===== src/rtl/lite_pkg.sv =====
package lite_pkg;

  // Bus widths
  localparam int WORD_W    = 16;
  localparam int WB_ADDR_W = 32;
  localparam int SEL_W     = 2;
  localparam int OPC_W     = 4;

  // Operand field in instruction bits 11 to 0, a halfword address
  localparam int OPER_W = 12;

  // Data word on both buses
  typedef logic [WORD_W-1:0] word_t;

  // Byte address on the Wishbone side
  typedef logic [WB_ADDR_W-1:0] wb_addr_t;

  // Halfword address on the core side, byte address without bit 0
  typedef logic [WB_ADDR_W-1:1] half_addr_t;

  // Byte lanes, bit 1 is the high byte
  typedef logic [SEL_W-1:0] sel_t;

  // First fetch after reset, as a byte address
  localparam wb_addr_t RESET_PC = '0;

  // Instruction opcodes in bits 15 to 12
  // Unlisted codes run as NOP
  typedef enum logic [OPC_W-1:0] {
    NOP = 4'd0,
    LD  = 4'd1,
    ADD = 4'd2,
    ST  = 4'd3,
    STL = 4'd4,
    STH = 4'd5,
    JMP = 4'd6
  } opcode_t;

  // Core bus request, all strobes active low
  typedef struct packed {
    half_addr_t addr;
    word_t      dout;
    logic       rd_n;
    logic       wr_n;
    logic       wr_h_n;
    logic       wr_l_n;
  } core_bus_t;

  // Bridge FSM
  typedef enum logic [1:0] {
    IDLE = 2'd0,
    STRB = 2'd1,
    DONE = 2'd2
  } bridge_state_t;

  // Core FSM
  typedef enum logic [1:0] {
    FETCH    = 2'd0,
    EXEC     = 2'd1,
    HALTWAIT = 2'd2
  } core_state_t;

endpackage


===== src/rtl/lite_core.sv =====
`timescale 1ns/10ps

module lite_core (
  input  logic                clk_i,
  input  logic                rst_i,
  input  logic                wait_n_i,
  input  lite_pkg::word_t     din_i,
  output lite_pkg::core_bus_t cbus_o,
  output logic [7:0]          debug_o
);
  import lite_pkg::*;

  core_state_t       state_q;
  half_addr_t        pc_q;
  word_t             ir_q;
  word_t             acc_q;
  opcode_t           opcode;
  logic [OPER_W-1:0] operand;
  logic              mem_op;
  logic              req_active;
  logic              xfer_done;

  // Instruction fields
  assign opcode  = opcode_t'(ir_q[15:12]);
  assign operand = ir_q[OPER_W-1:0];

  // Opcodes that need a data transaction in EXEC
  always_comb begin
    case (opcode)
      LD, ADD, ST, STL, STH: mem_op = 1'b1;
      default:               mem_op = 1'b0;
    endcase
  end

  // Bus request built from registered state only
  always_comb begin
    cbus_o.addr   = pc_q;
    cbus_o.dout   = acc_q;
    cbus_o.rd_n   = 1'b1;
    cbus_o.wr_n   = 1'b1;
    cbus_o.wr_h_n = 1'b1;
    cbus_o.wr_l_n = 1'b1;
    case (state_q)
      FETCH: begin
        // Instruction read at the PC
        cbus_o.rd_n = 1'b0;
      end
      EXEC: begin
        // Operand is already a halfword address
        cbus_o.addr = half_addr_t'(operand);
        case (opcode)
          LD, ADD: begin
            cbus_o.rd_n = 1'b0;
          end
          ST: begin
            cbus_o.wr_n   = 1'b0;
            cbus_o.wr_h_n = 1'b0;
            cbus_o.wr_l_n = 1'b0;
          end
          STL: begin
            // Low byte on both lanes, only the low lane is written
            cbus_o.dout   = {acc_q[7:0], acc_q[7:0]};
            cbus_o.wr_n   = 1'b0;
            cbus_o.wr_l_n = 1'b0;
          end
          STH: begin
            // Same byte, high lane enabled instead
            cbus_o.dout   = {acc_q[7:0], acc_q[7:0]};
            cbus_o.wr_n   = 1'b0;
            cbus_o.wr_h_n = 1'b0;
          end
          default: begin
            // JMP and NOP stay off the bus
          end
        endcase
      end
      default: begin
        // Idle cycle after reset, no request
      end
    endcase
  end

  assign req_active = ~cbus_o.rd_n | ~cbus_o.wr_n;

  // Transfer finishes in the first active cycle with wait released
  assign xfer_done = req_active & wait_n_i;

  // Instruction register, loaded when a fetch completes
  always_ff @(posedge clk_i) begin
    if (state_q == FETCH && xfer_done) begin
      ir_q <= din_i;
    end
  end

  // Control FSM, PC and accumulator
  always_ff @(posedge clk_i) begin
    if (rst_i) begin
      state_q <= HALTWAIT;
      pc_q    <= half_addr_t'(RESET_PC >> 1);
      acc_q   <= '0;
    end else begin
      case (state_q)
        HALTWAIT: begin
          // One quiet cycle before the first fetch
          state_q <= FETCH;
        end
        FETCH: begin
          if (xfer_done) begin
            state_q <= EXEC;
          end
        end
        EXEC: begin
          if (opcode == JMP) begin
            pc_q    <= half_addr_t'(operand);
            state_q <= FETCH;
          end else if (!mem_op) begin
            pc_q    <= pc_q + 1'b1;
            state_q <= FETCH;
          end else if (xfer_done) begin
            // Data transfer finished, next instruction
            pc_q    <= pc_q + 1'b1;
            state_q <= FETCH;
            if (opcode == LD) begin
              acc_q <= din_i;
            end else if (opcode == ADD) begin
              acc_q <= acc_q + din_i;
            end
          end
        end
        default: begin
          state_q <= HALTWAIT;
        end
      endcase
    end
  end

  assign debug_o = acc_q[7:0];

  // Read and write strobes are exclusive
  a_rd_wr_excl: assert property (@(posedge clk_i) disable iff (rst_i)
    !(!cbus_o.rd_n && !cbus_o.wr_n))
    else $error("core drives rd_n and wr_n low together");

  // Request held while the bridge stalls
  a_req_hold: assert property (@(posedge clk_i) disable iff (rst_i)
    (req_active && !wait_n_i) |=> $stable(cbus_o))
    else $error("core request changed during a stall");

endmodule


===== src/rtl/lite_wb_bridge.sv =====
`timescale 1ns/10ps

module lite_wb_bridge (
  input  logic                clk_i,
  input  logic                rst_i,
  input  lite_pkg::core_bus_t cbus_i,
  output lite_pkg::word_t     cpu_din_o,
  output logic                wait_n_o,
  input  lite_pkg::word_t     wb_dat_i,
  input  logic                wb_ack_i,
  output lite_pkg::word_t     wb_dat_o,
  output lite_pkg::wb_addr_t  wb_adr_o,
  output lite_pkg::sel_t      wb_sel_o,
  output logic                wb_we_o,
  output logic                wb_cyc_o,
  output logic                wb_stb_o
);
  import lite_pkg::*;

  bridge_state_t state_q;
  bridge_state_t state_d;
  logic          rd_req;
  logic          wr_req;
  logic          cpu_req;
  word_t         rdata_q;

  // Valid request decode from the active-low strobes
  assign rd_req  = ~cbus_i.rd_n;
  assign wr_req  = ~cbus_i.wr_n & (~cbus_i.wr_h_n | ~cbus_i.wr_l_n);
  assign cpu_req = rd_req | wr_req;

  // Address, data and lanes map straight across
  assign wb_adr_o = {cbus_i.addr, 1'b0};
  assign wb_dat_o = cbus_i.dout;
  assign wb_we_o  = ~cbus_i.wr_n;
  assign wb_sel_o = cbus_i.wr_n ? sel_t'(2'b11) : {~cbus_i.wr_h_n, ~cbus_i.wr_l_n};

  // Strobe drops for the DONE cycle so each request gives one cycle
  assign wb_stb_o = cpu_req & (state_q != DONE);
  assign wb_cyc_o = wb_stb_o;

  // Core stalls until the registered result is ready
  assign wait_n_o  = (state_q == DONE) | ~cpu_req;
  assign cpu_din_o = rdata_q;

  always_comb begin
    state_d = state_q;
    case (state_q)
      IDLE: begin
        // Zero-wait slaves may ack in the first strobe cycle
        if (cpu_req) begin
          state_d = wb_ack_i ? DONE : STRB;
        end
      end
      STRB: begin
        if (wb_ack_i) begin
          state_d = DONE;
        end
      end
      DONE: begin
        state_d = IDLE;
      end
      default: begin
        state_d = IDLE;
      end
    endcase
  end

  always_ff @(posedge clk_i) begin
    if (rst_i) begin
      state_q <= IDLE;
    end else begin
      state_q <= state_d;
    end
  end

  // Capture read data on ack
  always_ff @(posedge clk_i) begin
    if (wb_ack_i && wb_stb_o) begin
      rdata_q <= wb_dat_i;
    end
  end

  // Every ack is followed by DONE with strobe low
  a_done_after_ack: assert property (@(posedge clk_i) disable iff (rst_i)
    (wb_ack_i && wb_stb_o) |=> (state_q == DONE && !wb_stb_o))
    else $error("bridge strobe not released after ack");

  // Slave must not ack without a strobe
  a_ack_with_stb: assert property (@(posedge clk_i) disable iff (rst_i)
    wb_ack_i |-> wb_stb_o)
    else $error("wb_ack_i seen while wb_stb_o is low");

endmodule


===== src/rtl/lite_wb_top.sv =====
`timescale 1ns/10ps

module lite_wb_top (
  input  logic               clk_i,
  input  logic               rst_i,
  input  lite_pkg::word_t    wb_dat_i,
  input  logic               wb_ack_i,
  output lite_pkg::word_t    wb_dat_o,
  output lite_pkg::wb_addr_t wb_adr_o,
  output lite_pkg::sel_t     wb_sel_o,
  output logic               wb_we_o,
  output logic               wb_cyc_o,
  output logic               wb_stb_o,
  output logic [7:0]         debug_o
);
  import lite_pkg::*;

  // Core bus between the two blocks
  core_bus_t cbus;
  word_t     cpu_din;
  logic      cpu_wait_n;

  lite_core lite_core_inst (
    .clk_i    (clk_i),
    .rst_i    (rst_i),
    .wait_n_i (cpu_wait_n),
    .din_i    (cpu_din),
    .cbus_o   (cbus),
    .debug_o  (debug_o)
  );

  lite_wb_bridge lite_wb_bridge_inst (
    .clk_i     (clk_i),
    .rst_i     (rst_i),
    .cbus_i    (cbus),
    .cpu_din_o (cpu_din),
    .wait_n_o  (cpu_wait_n),
    .wb_dat_i  (wb_dat_i),
    .wb_ack_i  (wb_ack_i),
    .wb_dat_o  (wb_dat_o),
    .wb_adr_o  (wb_adr_o),
    .wb_sel_o  (wb_sel_o),
    .wb_we_o   (wb_we_o),
    .wb_cyc_o  (wb_cyc_o),
    .wb_stb_o  (wb_stb_o)
  );

endmodule


===== config.mk =====
export PLATFORM = sky130hd
export DESIGN_NAME = lite_wb_top
export DESIGN_NICKNAME = d
export VERILOG_FILES = /design/src/rtl/lite_pkg.sv /design/src/rtl/lite_core.sv /design/src/rtl/lite_wb_bridge.sv /design/src/rtl/lite_wb_top.sv
export SDC_FILE = /design/constraint.sdc
export NUM_CORES = 1
export LEC_CHECK = 0
export BUFFER_PORTS_ARGS = -buffer_cell sky130_fd_sc_hd__buf_2
export CAP_MARGIN = 30
export CORE_ASPECT_RATIO = 2
export CORE_MARGIN = 2
export CORE_UTILIZATION = 45
export DETAILED_ROUTE_END_ITERATION = 10
export GPL_TIMING_DRIVEN = 0
export PLACE_DENSITY_LB_ADDON = 0.12
export SLEW_MARGIN = 5
export SYNTH_ARGS = -nofsm -noshare
export SYNTH_HDL_FRONTEND = slang
export SYNTH_SLANG_ARGS = --single-unit

===== constraint.sdc =====
create_clock -name clk_i -period 2.4 [get_ports clk_i]
set_clock_uncertainty 0.1 [all_clocks]
set_input_delay 0.12 -clock clk_i [delete_from_list [all_inputs] [get_ports clk_i]]
set_output_delay 0.12 -clock clk_i [all_outputs]
set_load 0.02 [all_outputs]

# Word level (Yosys, flattened, before mapping)

Cells that the tools add are included.
Widths: inputs -> output; s select.

Reduce and logical (&&, ||, !) cells: 15
Equal/unequal tests: 16
Bitwise gates (word level): 13
Add/subtract/negate cells: 2
Mux-type cells: 24

Operators with widths:

| cell                  | count |
|---|---|
| $mux 31               | 3 |
| $mux 16               | 3 |
| $mux 47               | 1 |
| $add 31x1->31 const B | 1 |
| $add 16x16->16        | 1 |
| $mux 2                | 8 |
| $eq 4x3->1 const B    | 3 |
| $eq 4x2->1 const B    | 2 |
| $reduce_or 2->1       | 4 |
| $not 1->1             | 6 |
| $pmux 2 s3            | 1 |
| $reduce_and 2->1      | 3 |
| $mux 1                | 5 |
| $reduce_and 5->1      | 1 |
| $reduce_or 5->1       | 1 |
| $eq 2x1->1 const B    | 2 |
| $eq 2x2->1 const B    | 2 |
| $eq 4x1->1 const B    | 1 |
| $logic_not 2->1       | 2 |
| $ne 2x1->1 const B    | 2 |
| $ne 2x2->1 const B    | 2 |
| $ne 4x4->1 const B    | 1 |
| $or 1x1->1            | 4 |
| $pmux 2 s2            | 1 |
| other kinds (7)       | 10 |

Bits in registers: 83
Output and inout port bits: 61
Word-level logic and storage cells: 76

# Logic depth before layout (Yosys ltp)

Word-level depth: 15
Depth in mapped cells: 9
Mapped depth without buffers: 9

# Hierarchy

From an unflattened synthesis, not the netlist that was laid out.

Cells, all modules: 615
Area total of the unflattened synthesis: 5348.9 um^2

By module, submodules not included:

| module         | cells an instance | area each (um^2) | times used | sequential area each (um^2) |
|---|---|---|---|---|
| lite_core      | 533               | 4367.9           | 1          | 1461.4 |
| lite_wb_bridge | 82                | 980.9            | 1          | 520.5 |

# Least setup slack after synthesis

No wires, ideal clock.

Path type: reg2reg
From: register lite_core_inst.acc_q[0]
To: register lite_core_inst.acc_q[10]
Data required time: 2.209 ns
Path slack: 0.008 ns
Setup time: 0.091 ns
Stages on the path, launching flop included: 10
Arrival: 2.201 ns
Cell sequence: dfxtp_1 ha_1 inv_1 fa_1 nor2b_1 o211ai_1 a2111oi_2 or3_1 nand3_1 a311oi_1

Longest elaborated chain between the ends: 3

Ends and longest elaborated chain:

| item                     | line             | text |
|---|---|---|
| start: declaration       | lite_core.sv:16  | `word_t acc_q;` |
| start signal: assignment | lite_core.sv:124 | `acc_q <= din_i;` |
| start signal: assignment | lite_core.sv:126 | `acc_q <= acc_q + din_i;` |
| $add 16x16->16           | lite_core.sv:126 |  |
| $mux 16                  | lite_core.sv:125 | `end else if (opcode == ADD) begin` |
| $mux 16                  | lite_core.sv:123 | `if (opcode == LD) begin` |

Every way passes these cells. The select of a mux whose other input is x is not followed.
A chain may end at the register's enable or synchronous reset.

# Worst setup path after layout

From: register lite_wb_bridge_inst.rdata_q[0] (netlist: lite_wb_bridge_inst.cpu_din_o[0])
To: register lite_core_inst.acc_q[14]

Longest elaborated chain between the ends: 3

Ends and longest elaborated chain:

| item                     | line                 | text |
|---|---|---|
| start: declaration       | lite_wb_bridge.sv:25 | `word_t rdata_q;` |
| start signal: assignment | lite_wb_bridge.sv:80 | `rdata_q <= wb_dat_i;` |
| $add 16x16->16           | lite_core.sv:126     |  |
| $mux 16                  | lite_core.sv:125     |  |
| $mux 16                  | lite_core.sv:123     |  |

Every way passes these cells. The select of a mux whose other input is x is not followed.

==> run summary <==
outcome -> complete, but fails checks
failing checks -> negative setup slack
Async S/R FF share, synth -> 0
post-route ant nets -> 0
IO Port Bufs -> 78
initial antenna violation count -> 0
Worst Path Arrival -> 2.55 ns
Detail Placement HPWL -> 9780 µm
Lkg Pwr -> 2.51 nW
number of flops mapped to enable cells by yosys -> 32
CTS buffer count -> 9
peak supply drop -> 361 µV
Starting Density -> 0.457
DR vias/cell -> 5.56
fillcell total -> 984
Final period util -> 1.01
Slew headroom -> 0.566
crit-path max FO -> 3
Final Util -> 0.577
ANT cells -> 0
WP data required -> 2.52 ns
DP Cell Count -> 737
DIE AREA -> 11500 µm²
latest clock arrival within the worst-skew pair -> 0.34 ns
WS Path Type -> flop to flop
number of global-route vias before repair -> 4201
post-synthesis sequential area ratio -> 0.416
pre-CTS setup slack -> -0.439 ns
power per standard cell area -> 508 nW/µm²
# H-tree levels -> 3
total track usage -> 0.231
setup repair after global routing missed its margin -> true
Die X-Extent -> 76.7 µm
Primary FF master, synth -> dfxtp_1
share of the synthesized area in the top cell type -> 0.214
Yosys reg bits -> 83
TritonCTS clock tree -> yes
Final Net Count -> 674
top cells by area, synth -> dfxtp_1 21%, edfxtp_1 20%, nand2_1 5.0%, ha_1 4.2%, nor2_1 3.5%
DR pass1 iterations -> 5
Mapped Cells -> 521
Tot Pwr -> 3.05 mW
I/O Pins -> 80
most frequent cell after synthesis -> nand2_1
clock root cell -> clkbuf_16
Routed WL -> 13000 µm
Worst Hold Class -> primary input to flop
count of final hold-check violations -> 0
Avg Cell Area, Syn -> 9.14 µm²
row count -> 53
YS warnings -> 0
largest area contributor in the synthesized netlist -> dfxtp_1
setup tns final -> -0.0274 ns
initial drt markers -> 267
commonest cells in the netlist -> 63 x nand2_1, 51 x dfxtp_1, 45 x nor2_1, 33 x o21ai_0, 32 x edfxtp_1
max-slew violation count -> 0
mapped cell area -> 4760 µm²
first-pass GRT wire length -> 20600 µm
clk sink count -> 83
final non-filler cell total -> 780
Final min period -> 2.43 ns
Max Root-Sink Buffers -> 2
Slew @ Worst Pin -> 0.651 ns
Fmax -> 412 MHz
Congestion Overflow GR -> 0
Final WS setup -> -0.0274 ns
largest net degree at the start of global routing -> 17
core area -> 10400 µm²
WL/cell -> 16.7 µm
DIE HEIGHT -> 149 µm
Vias -> 4338
syn nets -> 557
DR DRC count -> 0
startpoint type of the worst setup path -> flop
Layout Area Growth over Synthesis -> 26.2%
Worst-path clk slew -> 0.06 ns
Max Cap Viol -> 0
CP Capture Type -> flop
layout cells sized above 1 -> 0.277
global placement routability congestion -> 0.939
count of final setup violators -> 1
Synth cell types -> 66
layout by cell type, fill, tap and decap left out, drive strengths merged, types with 3 or more instances in the layout:
cell | netlist | final
nand2 | 63 | 63
nor2 | 45 | 45
mux2 | 12 | 12
dfxtp | 51 | 51
o21a | 5 | 5
o21ai | 34 | 34
dlygate4sd3 | 0 | 18
and4 | 3 | 3
a22oi | 6 | 6
nand3 | 18 | 18
xor2 | 14 | 14
nor3 | 8 | 8
buf | 26 | 114
ha | 16 | 16
or3 | 8 | 8
a31oi | 5 | 5
clkinv | 0 | 3
nand2b | 5 | 5
o211ai | 6 | 6
edfxtp | 32 | 32
clkbuf | 18 | 29
a21oi | 22 | 22
o31ai | 3 | 3
a211oi | 9 | 9
a311oi | 6 | 6
nand4 | 10 | 10
inv | 11 | 10
and3 | 10 | 10
and2 | 23 | 23
nor4 | 3 | 3
xnor2 | 13 | 13
flip-flops by register name (all words and copies together) (netlist names):
signal	cells
lite_wb_bridge_inst.cpu_din_o	16
lite_core_inst.ir_q	16
lite_core_inst.acc_q	16
lite_core_inst.state_q	2
lite_core_inst.pc_q	31
lite_wb_bridge_inst.state_q	2
report_power, final:
part	total, mW	internal [mW]	switching, mW
logic	0.160	0.0719	0.0884
clock network	1.39	0.829	0.559
registers	1.51	1.49	0.0194
cell families (layout without fill, tap and decap cells):
kind of cell             count (synthesis)  in the layout  synth area share
AO/OA/AOI/OAI                          116            116             0.166
XOR/XNOR                                27             27            0.0497
adder cells (fa/ha/maj)                 17             17            0.0462
buffers and inverters                   55            177            0.0607
flip-flops                              83             83             0.416
multiplexers                            13             13            0.0305
other                                    1              1          0.000787
AND/OR/NAND/NOR                        209            209             0.230
final cells by class:
type,count,area [µm²],share of cell area
multi-input combinational,383,2610,0.434
clock inverter,5,52.6,0.00875
inverter,11,45.0,0.00750
clock buffer,11,243,0.0404
buffer,44,256,0.0427
tap,137,171,0.0285
timing repair buffer,106,646,0.107
sequential,83,1990,0.331
final timing paths:
path                                                         from                                to  slack (ns)  cells after the start
worst max-delay path             lite_wb_bridge_inst.cpu_din_o[0]          lite_core_inst.acc_q[14]       -0.03                     11
worst min-delay path                                  wb_dat_i[7]  lite_wb_bridge_inst.cpu_din_o[7]        0.38                      2
worst max register to register   lite_wb_bridge_inst.cpu_din_o[0]          lite_core_inst.acc_q[14]       -0.03                     11
worst min register to register  lite_wb_bridge_inst.cpu_din_o[13]           lite_core_inst.ir_q[13]        0.40                      0
worst max-delay path, cell delays in order, from the launching register on:
cell	delay, ns
edfxtp_1	0.35
ha_2	0.19
inv_2	0.04
fa_2	0.36
nor2b_4	0.14
o211ai_1	0.11
buf_4	0.16
a2111oi_4	0.30
buf_4	0.19
o32a_1	0.17
xnor2_1	0.12
o21ai_1	0.07
through the flow:
step | hold WS (ns) | cell area, µm²
5_1_grt | 0.383 | 6010
4_1_cts | 0.378 | 5920
3_5_place_dp | 0.198 | 5340
2_1_floorplan | 0.0921 | 4760
3_3_place_gp | 0.197 | 5320
6_report | 0.384 | 6010
metal layers:
layer,global-route usage,vias up,part of all wire
met1,0.227,2042,0.35
met5,0,-,0
met3,0.0302,46,0.037
li1,-,2102,-
met2,0.440,148,0.56
met4,0.156,0,0.050
repair_timing:
action                                  in CTS  in global routing
gates cloned                                 0                  0
pin swaps                                    9                  3
resized for setup                           17                 19
buffers inserted                             7                  2
hold buffers                                18                  0
endpoints found under the hold margin       20                  0
endpoints found under the setup margin      40                 30
(Power assumes the default switching activity.)
